$ cat config.mk
export PLATFORM = sky130hd
export DESIGN_NAME = gecko_mem_arbiter
export DESIGN_NICKNAME = d
export VERILOG_FILES = /design/src/source/gecko_mem_arbiter.sv
export VERILOG_INCLUDE_DIRS = /design/src /design/src/source
export SDC_FILE = /design/constraint.sdc
export NUM_CORES = 1
export LEC_CHECK = 0
export BUFFER_PORTS_ARGS = -buffer_cell sky130_fd_sc_hd__buf_2
export CAP_MARGIN = 20
export CORE_AREA = 2 2 95 97
export CTS_CLUSTER_DIAMETER = 80
export CTS_CLUSTER_SIZE = 30
export DETAILED_ROUTE_END_ITERATION = 12
export DIE_AREA = 0 0 97 99
export SLEW_MARGIN = 10
export SYNTH_ARGS = -nofsm -noshare
export SYNTH_HDL_FRONTEND = slang
export SYNTH_SLANG_ARGS = --single-unit
export TNS_END_PERCENT = 20
$ cat constraint.sdc
create_clock -name clk -period 1.25 [get_ports clk]
set_clock_uncertainty 0.1 [all_clocks]
set_input_delay 0.375 -clock clk [delete_from_list [all_inputs] [get_ports clk]]
set_output_delay 0.375 -clock clk [all_outputs]
set_load 0.01 [all_outputs]
$ cat src/source/gecko_macros.svh
`ifndef GECKO_MACROS_SVH
`define GECKO_MACROS_SVH

// data and address width
`define GECKO_XLEN 32

// unified memory depth in words
`define GECKO_MEM_WORDS 256

`define GECKO_START_ADDR 32'h0000_0000

// a7 values seen by ecall
`define GECKO_ECALL_PRINT 1
`define GECKO_ECALL_EXIT 93

`endif
$ cat src/source/gecko_mem_arbiter.sv
`timescale 1ns/100ps

`include "gecko_macros.svh"

module gecko_mem_arbiter (
    input  logic                                 clk,
    input  logic                                 rst,
    input  logic                                 if_req,
    input  logic [`GECKO_XLEN-1:0]               if_addr,
    output logic                                 if_gnt,
    output logic                                 if_rvalid,
    output logic [`GECKO_XLEN-1:0]               if_rdata,
    input  logic                                 dm_req,
    input  logic                                 dm_we,
    input  logic [`GECKO_XLEN-1:0]               dm_addr,
    input  logic [`GECKO_XLEN-1:0]               dm_wdata,
    output logic                                 dm_gnt,
    output logic                                 dm_rvalid,
    output logic [`GECKO_XLEN-1:0]               dm_rdata,
    output logic                                 mem_en,
    output logic                                 mem_we,
    output logic [$clog2(`GECKO_MEM_WORDS)-1:0]  mem_addr,
    output logic [`GECKO_XLEN-1:0]               mem_wdata,
    input  logic [`GECKO_XLEN-1:0]               mem_rdata
);
    localparam int ADDR_W = $clog2(`GECKO_MEM_WORDS);

    // data side always wins
    assign dm_gnt = dm_req;
    assign if_gnt = if_req && !dm_req;

    assign mem_en    = dm_req || if_req;
    assign mem_we    = dm_req && dm_we;
    // byte address to word index
    assign mem_addr  = dm_req ? dm_addr[ADDR_W+1:2] : if_addr[ADDR_W+1:2];
    assign mem_wdata = dm_wdata;

    always_ff @(posedge clk) begin
        if (rst) begin
            if_rvalid <= 1'b0;
            dm_rvalid <= 1'b0;
        end else begin
            if_rvalid <= if_gnt;
            dm_rvalid <= dm_gnt && !dm_we;
        end
    end

    assign if_rdata = mem_rdata;
    assign dm_rdata = mem_rdata;

endmodule

==> results.toml <==
[final_layout]
drive_above_1_share = 0.893
design_area_um2 = 671
diodes = 0
final-seq-area_um2 = 40.0
syn_to_final_growth_pct = -27.7
nFillCells = 1004
instances_no_fill = 164
final_util = 0.0784
fin_nets = 191
multi_input_area_um2 = 159

[global_routing]
grt_antenna_before_repair = 0
grt_pass1_vias = 390
grt_max_degree = 6
grt_usage = 0.0324
gr-total-overflow = 0
grt_pass1_wl_um = 2240

[die]
die_area_mm2 = 0.00960
start_util = 0.108
pin_count = 243
core_mm2 = 0.00855
die_w_um = 97
die_h_um = 99
num_rows = 34

[cts]
cts.htree.levels = 1
clock_path_buffers = 2
cts_tree = "yes"
cts_buffers = 3
clkSinkCount = 2
clockRootBuffer = "clkbuf_8"
clk_pin_slew_ps = 30

[critical_path]
path_class = "primary input to primary output"
critPathMaxFanout = 5
critPathArrivalTime_ps = 920
end_kind = "primary output"
required_ps = 780
worstSetupStartpointType = "primary input"

[timing]
finalMaxSlewViolations = 0
fmax_mhz = 715
holdWs_ps = 247
maxSlewHeadroom = 0.896
post-route-min-period_ps = 1400
min_period_over_period = 1.12
worst_pin_slew_ps = 155
setup_tns_ps = -1240
rsz0062_at_grt = "true"
setup_viol = 10
fin_ws_ps = -149
hold_violations = 0

[yosys]
ys_types = 10
yosysSeqAreaShare = 0.0432
yosysTopAreaCellShare = 0.785
netlist_area_um2 = 927
synth.avg_cell_area_um2 = 8.20
synth_cells = 113
synth_top_cells_by_area = "buf_4 79%, mux2_4 8.1%, dfxtp_1 4.3%"
yosys.area.top_type = "buf_4"
synth.net_count = 246
ys_seq_elements = 2
yosysWarnings = 0

[route]
vias = 387
dr.pass1.iters = 3
routed_wirelength_um = 1640
ant_nets = 0
drtIter0Drc = 1
vias_per_cell = 2.36
wire_per_inst_um = 9.98
drc = 0

[job]
drv_cap = 0

[placed_design]
portBuffers = 34
post-place-ws_ps = -345
place_area_um2 = 508
placed_cells = 159
place_congestion = 0.618

[power]
power.total_mw = 0.511
p_per_area_mw_per_mm2 = 763
ir_drop_mv = 0.196
p_leak_nw = 0.305

[min_path]
min_path_type = "primary input to flip-flop"

[run_status]
outcome = "finished with violations"
violations = "setup timing"
## cells in the final DEF, fill, tap and decap left out
master	netlist	layout
buf_2	0	24
buf_6	1	10
mux2_4	5	8
clkbuf_8	0	3
dfxtp_1	2	2
buf_4	97	2
nor2b_1	1	1
or2_1	1	1
and2_1	1	1
nor3b_1	1	1
nor3b_2	1	1
buf_16	0	1
buf_12	0	1
## flip-flops by register name (all words and copies together) (netlist names)
register   flops
dm_rvalid      1
if_rvalid      1
## repair_timing
item,4_1_cts,5_1_grt
pin swaps,1,0
setup endpoints to repair,12,11
hold buffers,0,0
cloned,1,0
resized for setup,17,1
buffers inserted,1,0
## worst max-delay path, cell delays in order
cell    delay [ps]
buf_12         110
buf_6          110
or2_1          190
buf_2          130
## final cells by class
cell class,count,share of cell area
Sequential cell,2,0.0597
Clock buffer,3,0.0616
Timing Repair Buffer,38,0.440
Multi-Input combinational cell,13,0.237
Tap cell,108,0.201
## routing by layer
layer  up-vias  track usage  wire length [µm]
met1       153       0.0153               258
li1        138            -                 -
met5         -            0                 0
met3        33       0.0277               458
met2        63       0.0465               679
met4         0       0.0618               241
## power by group
part | total (mW) | internal, mW | leakage [nW] | switching, mW
clock network | 0.263 | 0.204 | 0.0216 | 0.0587
registers | 0.0674 | 0.0670 | 0.0164 | 0.000402
logic | 0.181 | 0.121 | 0.267 | 0.0600
total | 0.511 | 0.392 | 0.305 | 0.119
## Yosys cell counts
cell type / number
mux2_4: 5
mux2_2: 3
dfxtp_1: 2
nor3b_2: 1
nor3b_1: 1
buf_6: 1
buf_4: 97
or2_1: 1
and2_1: 1
nor2b_1: 1
## kinds of logic after synthesis
group	after synthesis	share of synthesized area
buf+inv	98	0.798
flops	2	0.0432
simple gates	5	0.0418
mux	8	0.117
## worst paths after layout
| check | to | slack [ps] | depth (start not counted) | from |
|---|---|---|---|---|
| setup / recovery | mem_en | -150 | 4 | dm_req |
| hold / removal | if_rvalid | 250 | 2 | rst |
No activity file was read; power rests on OpenSTA's default activity.
