<file path="src/source/gecko_macros.svh">
`ifndef GECKO_MACROS_SVH
`define GECKO_MACROS_SVH

// data and address width
`define GECKO_XLEN 32

// unified memory depth in words
`define GECKO_MEM_WORDS 256

`define GECKO_START_ADDR 32'h0000_0000

// a7 values seen by ecall
`define GECKO_ECALL_PRINT 1
`define GECKO_ECALL_EXIT 93

`endif
</file>
<file path="src/source/gecko_pkg.sv">
package gecko_pkg;

    // rv32i major opcodes
    typedef enum logic [6:0] {
        OPCODE_OP     = 7'b0110011,
        OPCODE_OP_IMM = 7'b0010011,
        OPCODE_LUI    = 7'b0110111,
        OPCODE_LOAD   = 7'b0000011,
        OPCODE_STORE  = 7'b0100011,
        OPCODE_BRANCH = 7'b1100011,
        OPCODE_JAL    = 7'b1101111,
        OPCODE_SYSTEM = 7'b1110011
    } gecko_opcode_t;

    typedef enum logic [2:0] {
        ALU_ADD,
        ALU_SUB,
        ALU_AND,
        ALU_OR,
        ALU_XOR,
        ALU_PASS_B
    } gecko_alu_op_t;

    // what execute does with an issued op
    typedef enum logic [2:0] {
        EXEC_ALU,
        EXEC_LOAD,
        EXEC_STORE,
        EXEC_BRANCH_EQ,
        EXEC_BRANCH_NE,
        EXEC_JUMP
    } gecko_exec_kind_t;

    typedef enum logic [1:0] {
        FETCH_IDLE,
        FETCH_WAIT,
        FETCH_HOLD
    } gecko_fetch_state_t;

    typedef logic [4:0] gecko_reg_addr_t;

endpackage

</file>
<file path="src/source/gecko_fetch.sv">
`timescale 1ns/100ps

`include "gecko_macros.svh"

module gecko_fetch (
    input  logic                   clk,
    input  logic                   rst,
    input  logic                   jump_valid,
    input  logic [`GECKO_XLEN-1:0] jump_target,
    output logic                   if_req,
    output logic [`GECKO_XLEN-1:0] if_addr,
    input  logic                   if_gnt,
    input  logic                   if_rvalid,
    input  logic [`GECKO_XLEN-1:0] if_rdata,
    output logic                   inst_valid,
    input  logic                   inst_ready,
    output logic [`GECKO_XLEN-1:0] inst_data,
    output logic [`GECKO_XLEN-1:0] inst_pc
);
    import gecko_pkg::*;

    gecko_fetch_state_t     state_q;
    logic [`GECKO_XLEN-1:0] pc_q;
    logic [`GECKO_XLEN-1:0] word_q;
    logic                   kill_q;
    logic                   word_arrives;
    logic                   in_flight;

    assign word_arrives = (state_q == FETCH_WAIT) && if_rvalid && !kill_q;
    // a word from the old path is still on its way
    assign in_flight = ((state_q == FETCH_IDLE) && if_gnt) ||
                       ((state_q == FETCH_WAIT) && !if_rvalid);

    assign if_req     = (state_q == FETCH_IDLE);
    assign if_addr    = pc_q;
    assign inst_valid = word_arrives || (state_q == FETCH_HOLD);
    assign inst_data  = (state_q == FETCH_HOLD) ? word_q : if_rdata;
    assign inst_pc    = pc_q;

    always_ff @(posedge clk) begin
        if (rst) begin
            state_q <= FETCH_IDLE;
            pc_q    <= `GECKO_START_ADDR;
            kill_q  <= 1'b0;
        end else if (jump_valid) begin
            state_q <= in_flight ? FETCH_WAIT : FETCH_IDLE;
            pc_q    <= jump_target;
            kill_q  <= in_flight;
        end else begin
            case (state_q)
                FETCH_IDLE: begin
                    if (if_gnt) begin
                        state_q <= FETCH_WAIT;
                    end
                end
                FETCH_WAIT: begin
                    if (if_rvalid) begin
                        kill_q <= 1'b0;
                        if (kill_q) begin
                            state_q <= FETCH_IDLE;
                        end else if (inst_ready) begin
                            state_q <= FETCH_IDLE;
                            pc_q    <= pc_q + 4;
                        end else begin
                            state_q <= FETCH_HOLD;
                        end
                    end
                end
                FETCH_HOLD: begin
                    if (inst_ready) begin
                        state_q <= FETCH_IDLE;
                        pc_q    <= pc_q + 4;
                    end
                end
                default: state_q <= FETCH_IDLE;
            endcase
        end
    end

    always_ff @(posedge clk) begin
        if (word_arrives) begin
            word_q <= if_rdata;
        end
    end

endmodule

</file>
<file path="config.mk">
export PLATFORM = sky130hd
export DESIGN_NAME = gecko_fetch
export DESIGN_NICKNAME = d
export VERILOG_FILES = /design/src/source/gecko_pkg.sv /design/src/source/gecko_fetch.sv
export VERILOG_INCLUDE_DIRS = /design/src /design/src/source
export SDC_FILE = /design/constraint.sdc
export NUM_CORES = 1
export LEC_CHECK = 0
export BUFFER_PORTS_ARGS = -buffer_cell sky130_fd_sc_hd__buf_2
export CORE_MARGIN = 2
export CORE_UTILIZATION = 47
export DETAILED_ROUTE_END_ITERATION = 7
export GPL_TIMING_DRIVEN = 0
export PLACE_DENSITY_LB_ADDON = 0.12
export SLEW_MARGIN = 5
export SYNTH_ARGS = -nofsm -noshare
export SYNTH_HDL_FRONTEND = slang
export SYNTH_SLANG_ARGS = --single-unit
export TNS_END_PERCENT = 1
</file>
<file path="constraint.sdc">
create_clock -name clk -period 2.92 [get_ports clk]
set_input_delay 0.438 -clock clk [delete_from_list [all_inputs] [get_ports clk]]
set_output_delay 0.438 -clock clk [all_outputs]
set_load 0.02 [all_outputs]
</file>
==> results by group <==
Outcome
  • Status: complete, no violations

Clock tree
  • Max Root-Sink Buffers: 2
  • CTS Buf Count: 9
  • Setup Fix Bufs, Post-CTS: 0
  • Root Buffer: clkbuf_8
  • Clk Latency, worst-skew pair: 0.34 ns
  • Clk slew on worst S/H paths: 0.08 ns
  • Clock sinks: 67
  • CTS HTree Levels: 3
  • CTS resizes: 0
  • Quantity of hold-fixing buffers added after cts: 0
  • TritonCTS clock tree: done

Placed design
  • DP HPWL: 7.61 mm
  • I/O Buffers: 167
  • GPL Wtd Cong: 0.887
  • Dpl cell area: 0.00462 sq mm

Setup path
  • Max Fanout on Critical Path: 34
  • Critical R2R Capture: if_addr[3]$_SDFFE_PP0P_
  • Setup CP Type: register to register
  • Critical R2R Launch: state_q[1]$_SDFFE_PP0P_
  • CP startpoint kind: register
  • Cells on worst reg2reg path: 6
  • Worst EP required: 3.11 ns
  • R2r setup slk: 0.30 ns
  • WP data arrival: 2.81 ns
  • CP endpoint kind: register

Floorplanning
  • Area of the die: 0.00849 sq mm
  • Rows: 32
  • Core box area: 0.00761 sq mm
  • IO Count: 168
  • Height of the die: 92.2 um
  • Die W: 92.2 um
  • Initial Util: 48.0%

Global route
  • Grt ovf: 0
  • Largest net degree at the start of global routing: 35
  • Vias in the first global route: 3327
  • Gr usage total: 23.6%
  • Initial antenna violation count: 0
  • First-pass GRT wire length: 16.0 mm

Yosys
  • Mean area per synthesized cell: 8.57 sq um
  • Synth top area cells: edfxtp_1 (26%), dfxtp_1 (19%), nand2_1 (11%)
  • Count leader, synth: nand2_1
  • Mapped Nets: 497
  • Main flop type after synthesis: dfxtp_1
  • Synth cell count leaders: nand2_1 (111), nor2_1 (36), dfxtp_1 (35), buf_4 (32), edfxtp_1 (32)
  • Synth Instances: 426
  • Async set or reset register ratio after synthesis: 0%
  • Register area share after synthesis: 45.5%
  • Yosys warnings: 0
  • Synth area leader: edfxtp_1
  • Number of synthesized flops with an enable pin: 32
  • Synth top area share: 26.3%
  • Netlist cell types: 46
  • Yosys reg bits: 67
  • Post-synth design cell area: 0.00365 sq mm

Power
  • Cell internal pwr: 0.00157 W
  • Leak: 2.18 nW
  • NetSw: 0.000661 W
  • Combinational fraction of design power: 19.7%
  • Pwr dens: 465 mW/mm^2
  • Switch share: 29.6%
  • Maximum VDD drop: 0.231 mV
  • Power share of the sequential group: 49.2%
  • Clk network pwr share: 31.2%

Cells and area
  • Area Overhead vs Synth: 31.4%
  • Fin area: 0.00480 sq mm
  • Layout cells sized above 1: 36.1%
  • Final nets: 675
  • Ant. Diodes: 0

STA
  • Post-route clock period utilization: 89.7%
  • Actual slew at the worst max-slew pin: 0.708 ns
  • Final Max Slew Viols: 0
  • Fin crit period: 2.62 ns
  • Final Hold Fails: 0
  • Max-slew headroom: 52.7%
  • RSZ-0062 raised after global routing: false
  • Setup TNS: 0 ns
  • Fmax: 382 MHz
  • Clk_skew: 0.0105 ns
  • Endpoints failing setup: 0

Detailed routing
  • Post-Route WL: 10.1 mm
  • DRC: 0
  • DR vias: 3720
  • WL/cell: 14.2 um
  • Vias per cell: 5.23
  • Routed Antenna Nets: 0
  • Iter 0 DRT Violations: 148
  • Router iterations before antenna repair: 4

Min path
  • Hold Path Class: input port to register
  • HP Start: if_rdata[0]
  • Worst hold endpoint: word_q[0]$_DFFE_PP_
  • Hold Crit Depth: 1

Job
  • Maxcap violations: 0
-- kinds of logic after synthesis --
logic type,after synthesis,synth area share [%]
AND/OR/NAND/NOR,213,27.2
AO/OA/AOI/OAI,70,14.4
flip-flops,67,45.5
buffers and inverters,66,10.3
XOR/XNOR,6,1.44
multiplexers,3,0.822
adder cells (fa/ha/maj),1,0.343
-- area by class of cell --
type                            count  area [sq um]
Buffer                             58           348
Multi-Input combinational cell    293          1610
Fill cell                         695          2810
Inverter                            8          33.8
Clock inverter                      4          25.0
Timing Repair Buffer              167           836
Sequential cell                    67          1660
Clock buffer                       12           155
Tap cell                          102           128
-- worst max-delay path by stage --
stage / slack (ns) / to / start
floorplan: 0.65 / if_addr[27]$_SDFFE_PP0P_ / if_rvalid
global placement: 0.11 / if_addr[27]$_SDFFE_PP0P_ / if_rvalid
detailed placement: 0.04 / if_addr[27]$_SDFFE_PP0P_ / if_rvalid
CTS: 0.09 / if_addr[27]$_SDFFE_PP0P_ / state_q[1]$_SDFFE_PP0P_
global route: 0.08 / if_addr[3]$_SDFFE_PP0P_ / state_q[1]$_SDFFE_PP0P_
finish: 0.30 / if_addr[3]$_SDFFE_PP0P_ / state_q[1]$_SDFFE_PP0P_
-- per-layer routing --
metal,vias to the layer above,share of wire (%),GRT usage (%)
met5,-,0,0
met4,0,0.76,8.33
met3,8,7.4,4.27
met2,148,48,38.6
met1,1689,44,31.4
li1,1875,-,-
-- cells in the final DEF (no fill, tap or decap), drive strengths merged, types with 3 or more instances in the layout --
| cell type | instances |
|---|---|
| or3 | 9 |
| a2111oi | 3 |
| or4 | 15 |
| a211oi | 12 |
| o21ai | 7 |
| edfxtp | 32 |
| nor3 | 3 |
| a21oi | 5 |
| inv | 7 |
| nor2 | 36 |
| clkbuf | 30 |
| a311oi | 15 |
| mux2i | 3 |
| nand2 | 111 |
| clkinvlp | 3 |
| xnor2 | 4 |
| and4 | 3 |
| o31ai | 12 |
| nand4 | 10 |
| buf | 207 |
| dfxtp | 35 |
| nor4 | 3 |
| a31oi | 4 |
| nand3 | 12 |
-- power groups by stage --
stage	logic (W)	registers, W	clock network, W
floorplan	0.000234	0.00114	0
global route	0.000477	0.00110	0.000751
detailed placement	0.000440	0.00112	0
CTS	0.000441	0.00110	0.000714
global placement	0.000433	0.00111	0
finish	0.000439	0.00110	0.000695
-- stage by stage --
stage	worst slack [ns]	hold WS (ns)	util [%]	power, W	cells
5_1_grt	0.0778	0.272	63.1	0.00233	711
6_report	0.301	0.289	63.1	0.00223	711
2_1_floorplan	0.649	0.472	-	0.00138	426
3_5_place_dp	0.0419	0.498	60.7	0.00156	695
3_3_place_gp	0.110	0.492	60.7	0.00155	695
4_1_cts	0.0855	0.274	63.0	0.00225	711
-- critical path: stages (launching register included) --
cell	delay (ns)
dfxtp_1	0.43
nand4bb_1	0.15
buf_2	0.22
clkinvlp_4	0.61
o21ai_0	0.71
mux2i_1	0.26
a211oi_1	0.09
-- flip-flops by register name (all words and copies together), names as in the netlist --
name	flops
if_addr	32
kill_q	1
state_q	2
word_q	32
Note: power is estimated with default switching activity, not from simulation.
