**src/source/gecko_macros.svh**
```systemverilog
`ifndef GECKO_MACROS_SVH
`define GECKO_MACROS_SVH

// data and address width
`define GECKO_XLEN 32

// unified memory depth in words
`define GECKO_MEM_WORDS 256

`define GECKO_START_ADDR 32'h0000_0000

// a7 values seen by ecall
`define GECKO_ECALL_PRINT 1
`define GECKO_ECALL_EXIT 93

`endif
```
**src/source/gecko_pkg.sv**
```systemverilog
package gecko_pkg;

    // rv32i major opcodes
    typedef enum logic [6:0] {
        OPCODE_OP     = 7'b0110011,
        OPCODE_OP_IMM = 7'b0010011,
        OPCODE_LUI    = 7'b0110111,
        OPCODE_LOAD   = 7'b0000011,
        OPCODE_STORE  = 7'b0100011,
        OPCODE_BRANCH = 7'b1100011,
        OPCODE_JAL    = 7'b1101111,
        OPCODE_SYSTEM = 7'b1110011
    } gecko_opcode_t;

    typedef enum logic [2:0] {
        ALU_ADD,
        ALU_SUB,
        ALU_AND,
        ALU_OR,
        ALU_XOR,
        ALU_PASS_B
    } gecko_alu_op_t;

    // what execute does with an issued op
    typedef enum logic [2:0] {
        EXEC_ALU,
        EXEC_LOAD,
        EXEC_STORE,
        EXEC_BRANCH_EQ,
        EXEC_BRANCH_NE,
        EXEC_JUMP
    } gecko_exec_kind_t;

    typedef enum logic [1:0] {
        FETCH_IDLE,
        FETCH_WAIT,
        FETCH_HOLD
    } gecko_fetch_state_t;

    typedef logic [4:0] gecko_reg_addr_t;

endpackage

```
**src/source/gecko_execute.sv**
```systemverilog
`timescale 1ns/100ps

`include "gecko_macros.svh"

module gecko_execute (
    input  logic                        clk,
    input  logic                        rst,
    input  logic                        issue_valid,
    output logic                        issue_ready,
    input  gecko_pkg::gecko_exec_kind_t issue_kind,
    input  gecko_pkg::gecko_alu_op_t    issue_alu_op,
    input  logic [`GECKO_XLEN-1:0]      issue_a,
    input  logic [`GECKO_XLEN-1:0]      issue_b,
    input  logic [`GECKO_XLEN-1:0]      issue_imm,
    input  logic [`GECKO_XLEN-1:0]      issue_pc,
    input  gecko_pkg::gecko_reg_addr_t  issue_rd,
    output logic                        wb_valid,
    output logic                        wb_done,
    output gecko_pkg::gecko_reg_addr_t  wb_rd,
    output logic [`GECKO_XLEN-1:0]      wb_data,
    output logic                        jump_valid,
    output logic [`GECKO_XLEN-1:0]      jump_target,
    output logic                        dm_req,
    output logic                        dm_we,
    output logic [`GECKO_XLEN-1:0]      dm_addr,
    output logic [`GECKO_XLEN-1:0]      dm_wdata,
    input  logic                        dm_gnt,
    input  logic                        dm_rvalid,
    input  logic [`GECKO_XLEN-1:0]      dm_rdata
);
    import gecko_pkg::*;

    logic [`GECKO_XLEN-1:0] alu_result;
    logic                   operands_equal;
    logic                   load_wait_q;
    logic                   issue_fire;

    always_comb begin
        case (issue_alu_op)
            ALU_SUB:    alu_result = issue_a - issue_b;
            ALU_AND:    alu_result = issue_a & issue_b;
            ALU_OR:     alu_result = issue_a | issue_b;
            ALU_XOR:    alu_result = issue_a ^ issue_b;
            ALU_PASS_B: alu_result = issue_b;
            default:    alu_result = issue_a + issue_b;
        endcase
    end

    assign operands_equal = (issue_a == issue_b);
    // memory op in progress blocks the next issue
    assign issue_ready = !dm_req && !load_wait_q;
    assign issue_fire  = issue_valid && issue_ready;

    always_ff @(posedge clk) begin
        if (rst) begin
            wb_valid    <= 1'b0;
            wb_done     <= 1'b0;
            jump_valid  <= 1'b0;
            dm_req      <= 1'b0;
            load_wait_q <= 1'b0;
        end else begin
            wb_valid   <= 1'b0;
            wb_done    <= 1'b0;
            jump_valid <= 1'b0;
            if (issue_fire) begin
                case (issue_kind)
                    EXEC_LOAD, EXEC_STORE: dm_req <= 1'b1;
                    EXEC_BRANCH_EQ: begin
                        jump_valid <= operands_equal;
                        wb_done    <= 1'b1;
                    end
                    EXEC_BRANCH_NE: begin
                        jump_valid <= !operands_equal;
                        wb_done    <= 1'b1;
                    end
                    EXEC_JUMP: begin
                        jump_valid <= 1'b1;
                        wb_valid   <= 1'b1;
                        wb_done    <= 1'b1;
                    end
                    default: begin
                        wb_valid <= 1'b1;
                        wb_done  <= 1'b1;
                    end
                endcase
            end
            if (dm_req && dm_gnt) begin
                dm_req      <= 1'b0;
                load_wait_q <= !dm_we;
                wb_done     <= dm_we;
            end
            if (load_wait_q && dm_rvalid) begin
                load_wait_q <= 1'b0;
                wb_valid    <= 1'b1;
                wb_done     <= 1'b1;
            end
        end
    end

    always_ff @(posedge clk) begin
        if (issue_fire) begin
            wb_rd       <= issue_rd;
            wb_data     <= (issue_kind == EXEC_JUMP) ? issue_pc + 4 : alu_result;
            jump_target <= issue_pc + issue_imm;
            dm_we       <= (issue_kind == EXEC_STORE);
            dm_addr     <= issue_a + issue_imm;
            dm_wdata    <= issue_b;
        end else if (load_wait_q && dm_rvalid) begin
            wb_data <= dm_rdata;
        end
    end

endmodule

```
**config.mk**
```make
export PLATFORM = sky130hd
export DESIGN_NAME = gecko_execute
export DESIGN_NICKNAME = d
export VERILOG_FILES = /design/src/source/gecko_pkg.sv /design/src/source/gecko_execute.sv
export VERILOG_INCLUDE_DIRS = /design/src /design/src/source
export SDC_FILE = /design/constraint.sdc
export NUM_CORES = 1
export LEC_CHECK = 0
export BUFFER_PORTS_ARGS = -buffer_cell sky130_fd_sc_hd__buf_2
export CAP_MARGIN = 20
export CORE_ASPECT_RATIO = 1.1
export CORE_MARGIN = 2
export CORE_UTILIZATION = 56
export CTS_CLUSTER_DIAMETER = 100
export DETAILED_ROUTE_END_ITERATION = 6
export GPL_ROUTABILITY_DRIVEN = 0
export PLACE_DENSITY = 0.83
export SKIP_LAST_GASP = 1
export SYNTH_ARGS = -nofsm -noshare
export SYNTH_HDL_FRONTEND = slang
export SYNTH_SLANG_ARGS = --single-unit
```
**constraint.sdc**
```tcl
create_clock -name clk -period 5.4 [get_ports clk]
set_clock_uncertainty 0.05 [all_clocks]
set_input_delay 1.08 -clock clk [delete_from_list [all_inputs] [get_ports clk]]
set_output_delay 1.08 -clock clk [all_outputs]
set_load 0.005 [all_outputs]
```
==> results.cfg <==
[yosys]
synth_edf_count = 134
synth_cell_type_count = 77
synth_flop_cell = edfxtp_1
synth_cells = 1594
seq_area_frac_synth_pct = 30.2
async_reset_ff_share_pct = 0
avgSynthCellArea_um2 = 8.56
syn_nets = 1939
yosysWarnings = 0
synth-seq-cells = 139
synth_area_mm2 = 0.0137

[setup_path]
timing.rr.start = dm_req
critPathArrivalTime_ns = 4.38
worstPathRequired_ns = 5.54
path_max_fanout = 3
critical_path_class = in2reg
rr_worst_depth = 7
critPathCaptureType = flop
start_kind = input port
ff2ff_setup_slack_ns = 2.37
reg2reg_to = wb_data[19]

[min_path]
hold_class = reg2reg
hold_path_end = load_wait_q
min_path_cells = 2
hp-start = load_wait_q

[drt]
totalWireLength_mm = 48.2
post_drt_wl_per_cell_um = 21.9
vias = 14400
ant_nets = 0
drcViolationCount = 0
dr.pass1.iters = 7
vias_per_cell = 6.56
drtIter0Drc = 1843

[timing]
max_slew_margin_pct = 18.0
holdWs_ns = 0.495
finalCritPeriodShare_pct = 78.5
fmax_mhz = 236
setup-violations-final = 0
drv_slew = 0
hold_viol = 0
fin_crit_ns = 4.24
rsz0062_at_grt = false
finalSetupTns_ns = 0
fin_ws_ns = 1.16
tightest_slew_ns = 1.23

[final_layout]
ff_latch_area_mm2 = 0.00412
drive_above_1_share_pct = 20.0
multi_input_area_mm2 = 0.00878
fin_util_pct = 67.8
final_nets = 2226
area_delta_synth_final_pct = 18.1
fillCellCount = 1959
stdcell_count = 2201

[place]
portBuffers = 314
dp_cells = 2167
dp_hpwl_mm = 36.7
dpl_worst_slack_ns = 0.830

[cts]
cts_hold_buf = 0
cts_tree = yes
numCtsBuffers = 17
htree_levels = 4
ctsLongestPathBuffers = 2
clkSinkCount = 139
clkLatencyLatePin_ns = 0.44
cts_resized = 0
path_clk_slew_ns = 0.06
post_cts_buffers = 0
root_buffer = clkbuf_16

[grt]
overflow = 0
grt_pass1_vias = 13800
antenna_found_initial = 3
met2_usage_pct = 57.0
grt.total_usage_pct = 36.3
met1_usage_pct = 46.4
grt_use_met3_pct = 8.75
top_usage_layer = met2
grt_max_degree = 46
grt_pass1_wl_mm = 73.8

[run_status]
status = completed

[pwr]
p_sw_share_pct = 34.5
power.switching_mw = 1.41
combPwrFrac_pct = 34.3
clockPowerShare_pct = 32.0
leakagePower_nw = 7.42
internal_power_mw = 2.68
ir_worst_vdd_v = 0.000236
cellPowerDensity_mw_per_mm2 = 254
p_seq_share_pct = 33.7

[floorplan]
rows = 59
dieArea_mm2 = 0.0256
die_w_um = 153
core-area_mm2 = 0.0238
initial_utilization_pct = 57.4
io-pin-count = 315
die_h_um = 168

[run]
maxCapViolCount = 0
## final cells by class
class / instances / share of cell area, %
Antenna cell: 2 / 0.0311
Clock buffer: 21 / 2.79
Clock inverter: 11 / 1.06
Inverter: 129 / 3.02
Multi-Input combinational cell: 1261 / 54.5
Sequential cell: 139 / 25.6
Tap cell: 305 / 2.37
Timing Repair Buffer: 333 / 10.6
## Yosys cell counts, drive strengths merged (25+ instances only)
cell type	n	share of area (%)
a21o	61	3.4
inv	127	3.5
nand3	30	1.1
nor2	134	3.7
nor3	25	0.92
xnor2	65	4.2
ha	165	15
xor2	30	1.9
o21ai	109	4.0
edfxtp	134	29
a21oi	165	6.0
o22ai	38	1.7
nand2	110	3.0
clkbuf	47	1.3
## per-layer routing
metal / routed length [um] / part of all wire [%] / vias up
li1: - / - / 6464
met1: 17900 / 37 / 6643
met2: 21300 / 44 / 1085
met3: 6090 / 13 / 257
met4: 2930 / 6.1 / 0
met5: 0 / 0 / -
## kinds of logic after synthesis
kind of cell	synth area share (%)
multiplexers	1.41
flip-flops	30.2
XOR/XNOR	6.10
AND/OR/NAND/NOR	13.8
AO/OA/AOI/OAI	27.3
buffers and inverters	5.44
adder cells (fa/ha/maj)	15.7
## metrics by stage
step / power, mW / cell area, um2
after CTS: 4.05 / 16100
final: 4.09 / 16100
after detailed placement: 2.75 / 15500
after global routing: 4.25 / 16100
after global placement: 2.71 / 15500
after floorplan: 2.26 / 13700
## power by group through the flow
stage / clock [mW] / sequential (mW) / combinational (mW)
final: 1.31 / 1.38 / 1.40
after global routing: 1.35 / 1.39 / 1.51
after CTS: 1.31 / 1.38 / 1.36
after detailed placement: 0 / 1.40 / 1.35
after global placement: 0 / 1.40 / 1.31
after floorplan: 0 / 1.42 / 0.838
## critical path, cell delays in order
cell      delay [ns]
buf_2           0.12
ha_1            0.23
inv_1           0.08
fa_1            0.21
nor2b_1         0.08
o31a_1          0.31
nor3_1          0.28
o31ai_1         0.20
a311oi_1        0.59
nor2_1          0.16
a211oi_1        0.50
o21ai_0         0.19
a21oi_1         0.24
xnor2_1         0.10
## worst max-delay path by stage
stage	to	startpoint	slack, ns	cells past startpoint
2_1_floorplan	wb_data[30]	issue_valid	0.33	4
3_3_place_gp	wb_data[31]	issue_a[1]	0.92	13
3_5_place_dp	wb_data[31]	issue_a[1]	0.83	13
4_1_cts	dm_addr[30]	issue_a[0]	1.17	14
5_1_grt	wb_data[31]	issue_a[1]	0.96	13
6_report	dm_addr[30]	issue_a[0]	1.16	14
## placed cells by master, fill, tap and decap left out, types with 15 or more instances in the layout
| cell | n |
|---|---|
| nor2_1 | 133 |
| buf_4 | 19 |
| o21ai_0 | 107 |
| o31ai_1 | 16 |
| nor2b_1 | 15 |
| o21a_1 | 24 |
| a221oi_1 | 18 |
| a21oi_1 | 165 |
| xor2_1 | 30 |
| clkbuf_16 | 17 |
| a21o_1 | 61 |
| nand3_1 | 30 |
| nand2_1 | 110 |
| a31oi_1 | 15 |
| xnor2_1 | 65 |
| o21bai_1 | 22 |
| a211oi_1 | 22 |
| edfxtp_1 | 134 |
| ha_1 | 165 |
| o22ai_1 | 38 |
| and3_1 | 20 |
| mux2i_1 | 17 |
| buf_2 | 314 |
| nor3_1 | 25 |
| inv_1 | 127 |
## registers in the layout (all words and copies together) (netlist names)
register	count
dm_addr	32
dm_req	1
dm_wdata	32
dm_we	1
jump_target	32
jump_valid	1
load_wait_q	1
wb_data	32
wb_done	1
wb_rd	5
wb_valid	1
No activity file was read; power rests on OpenSTA's default activity.
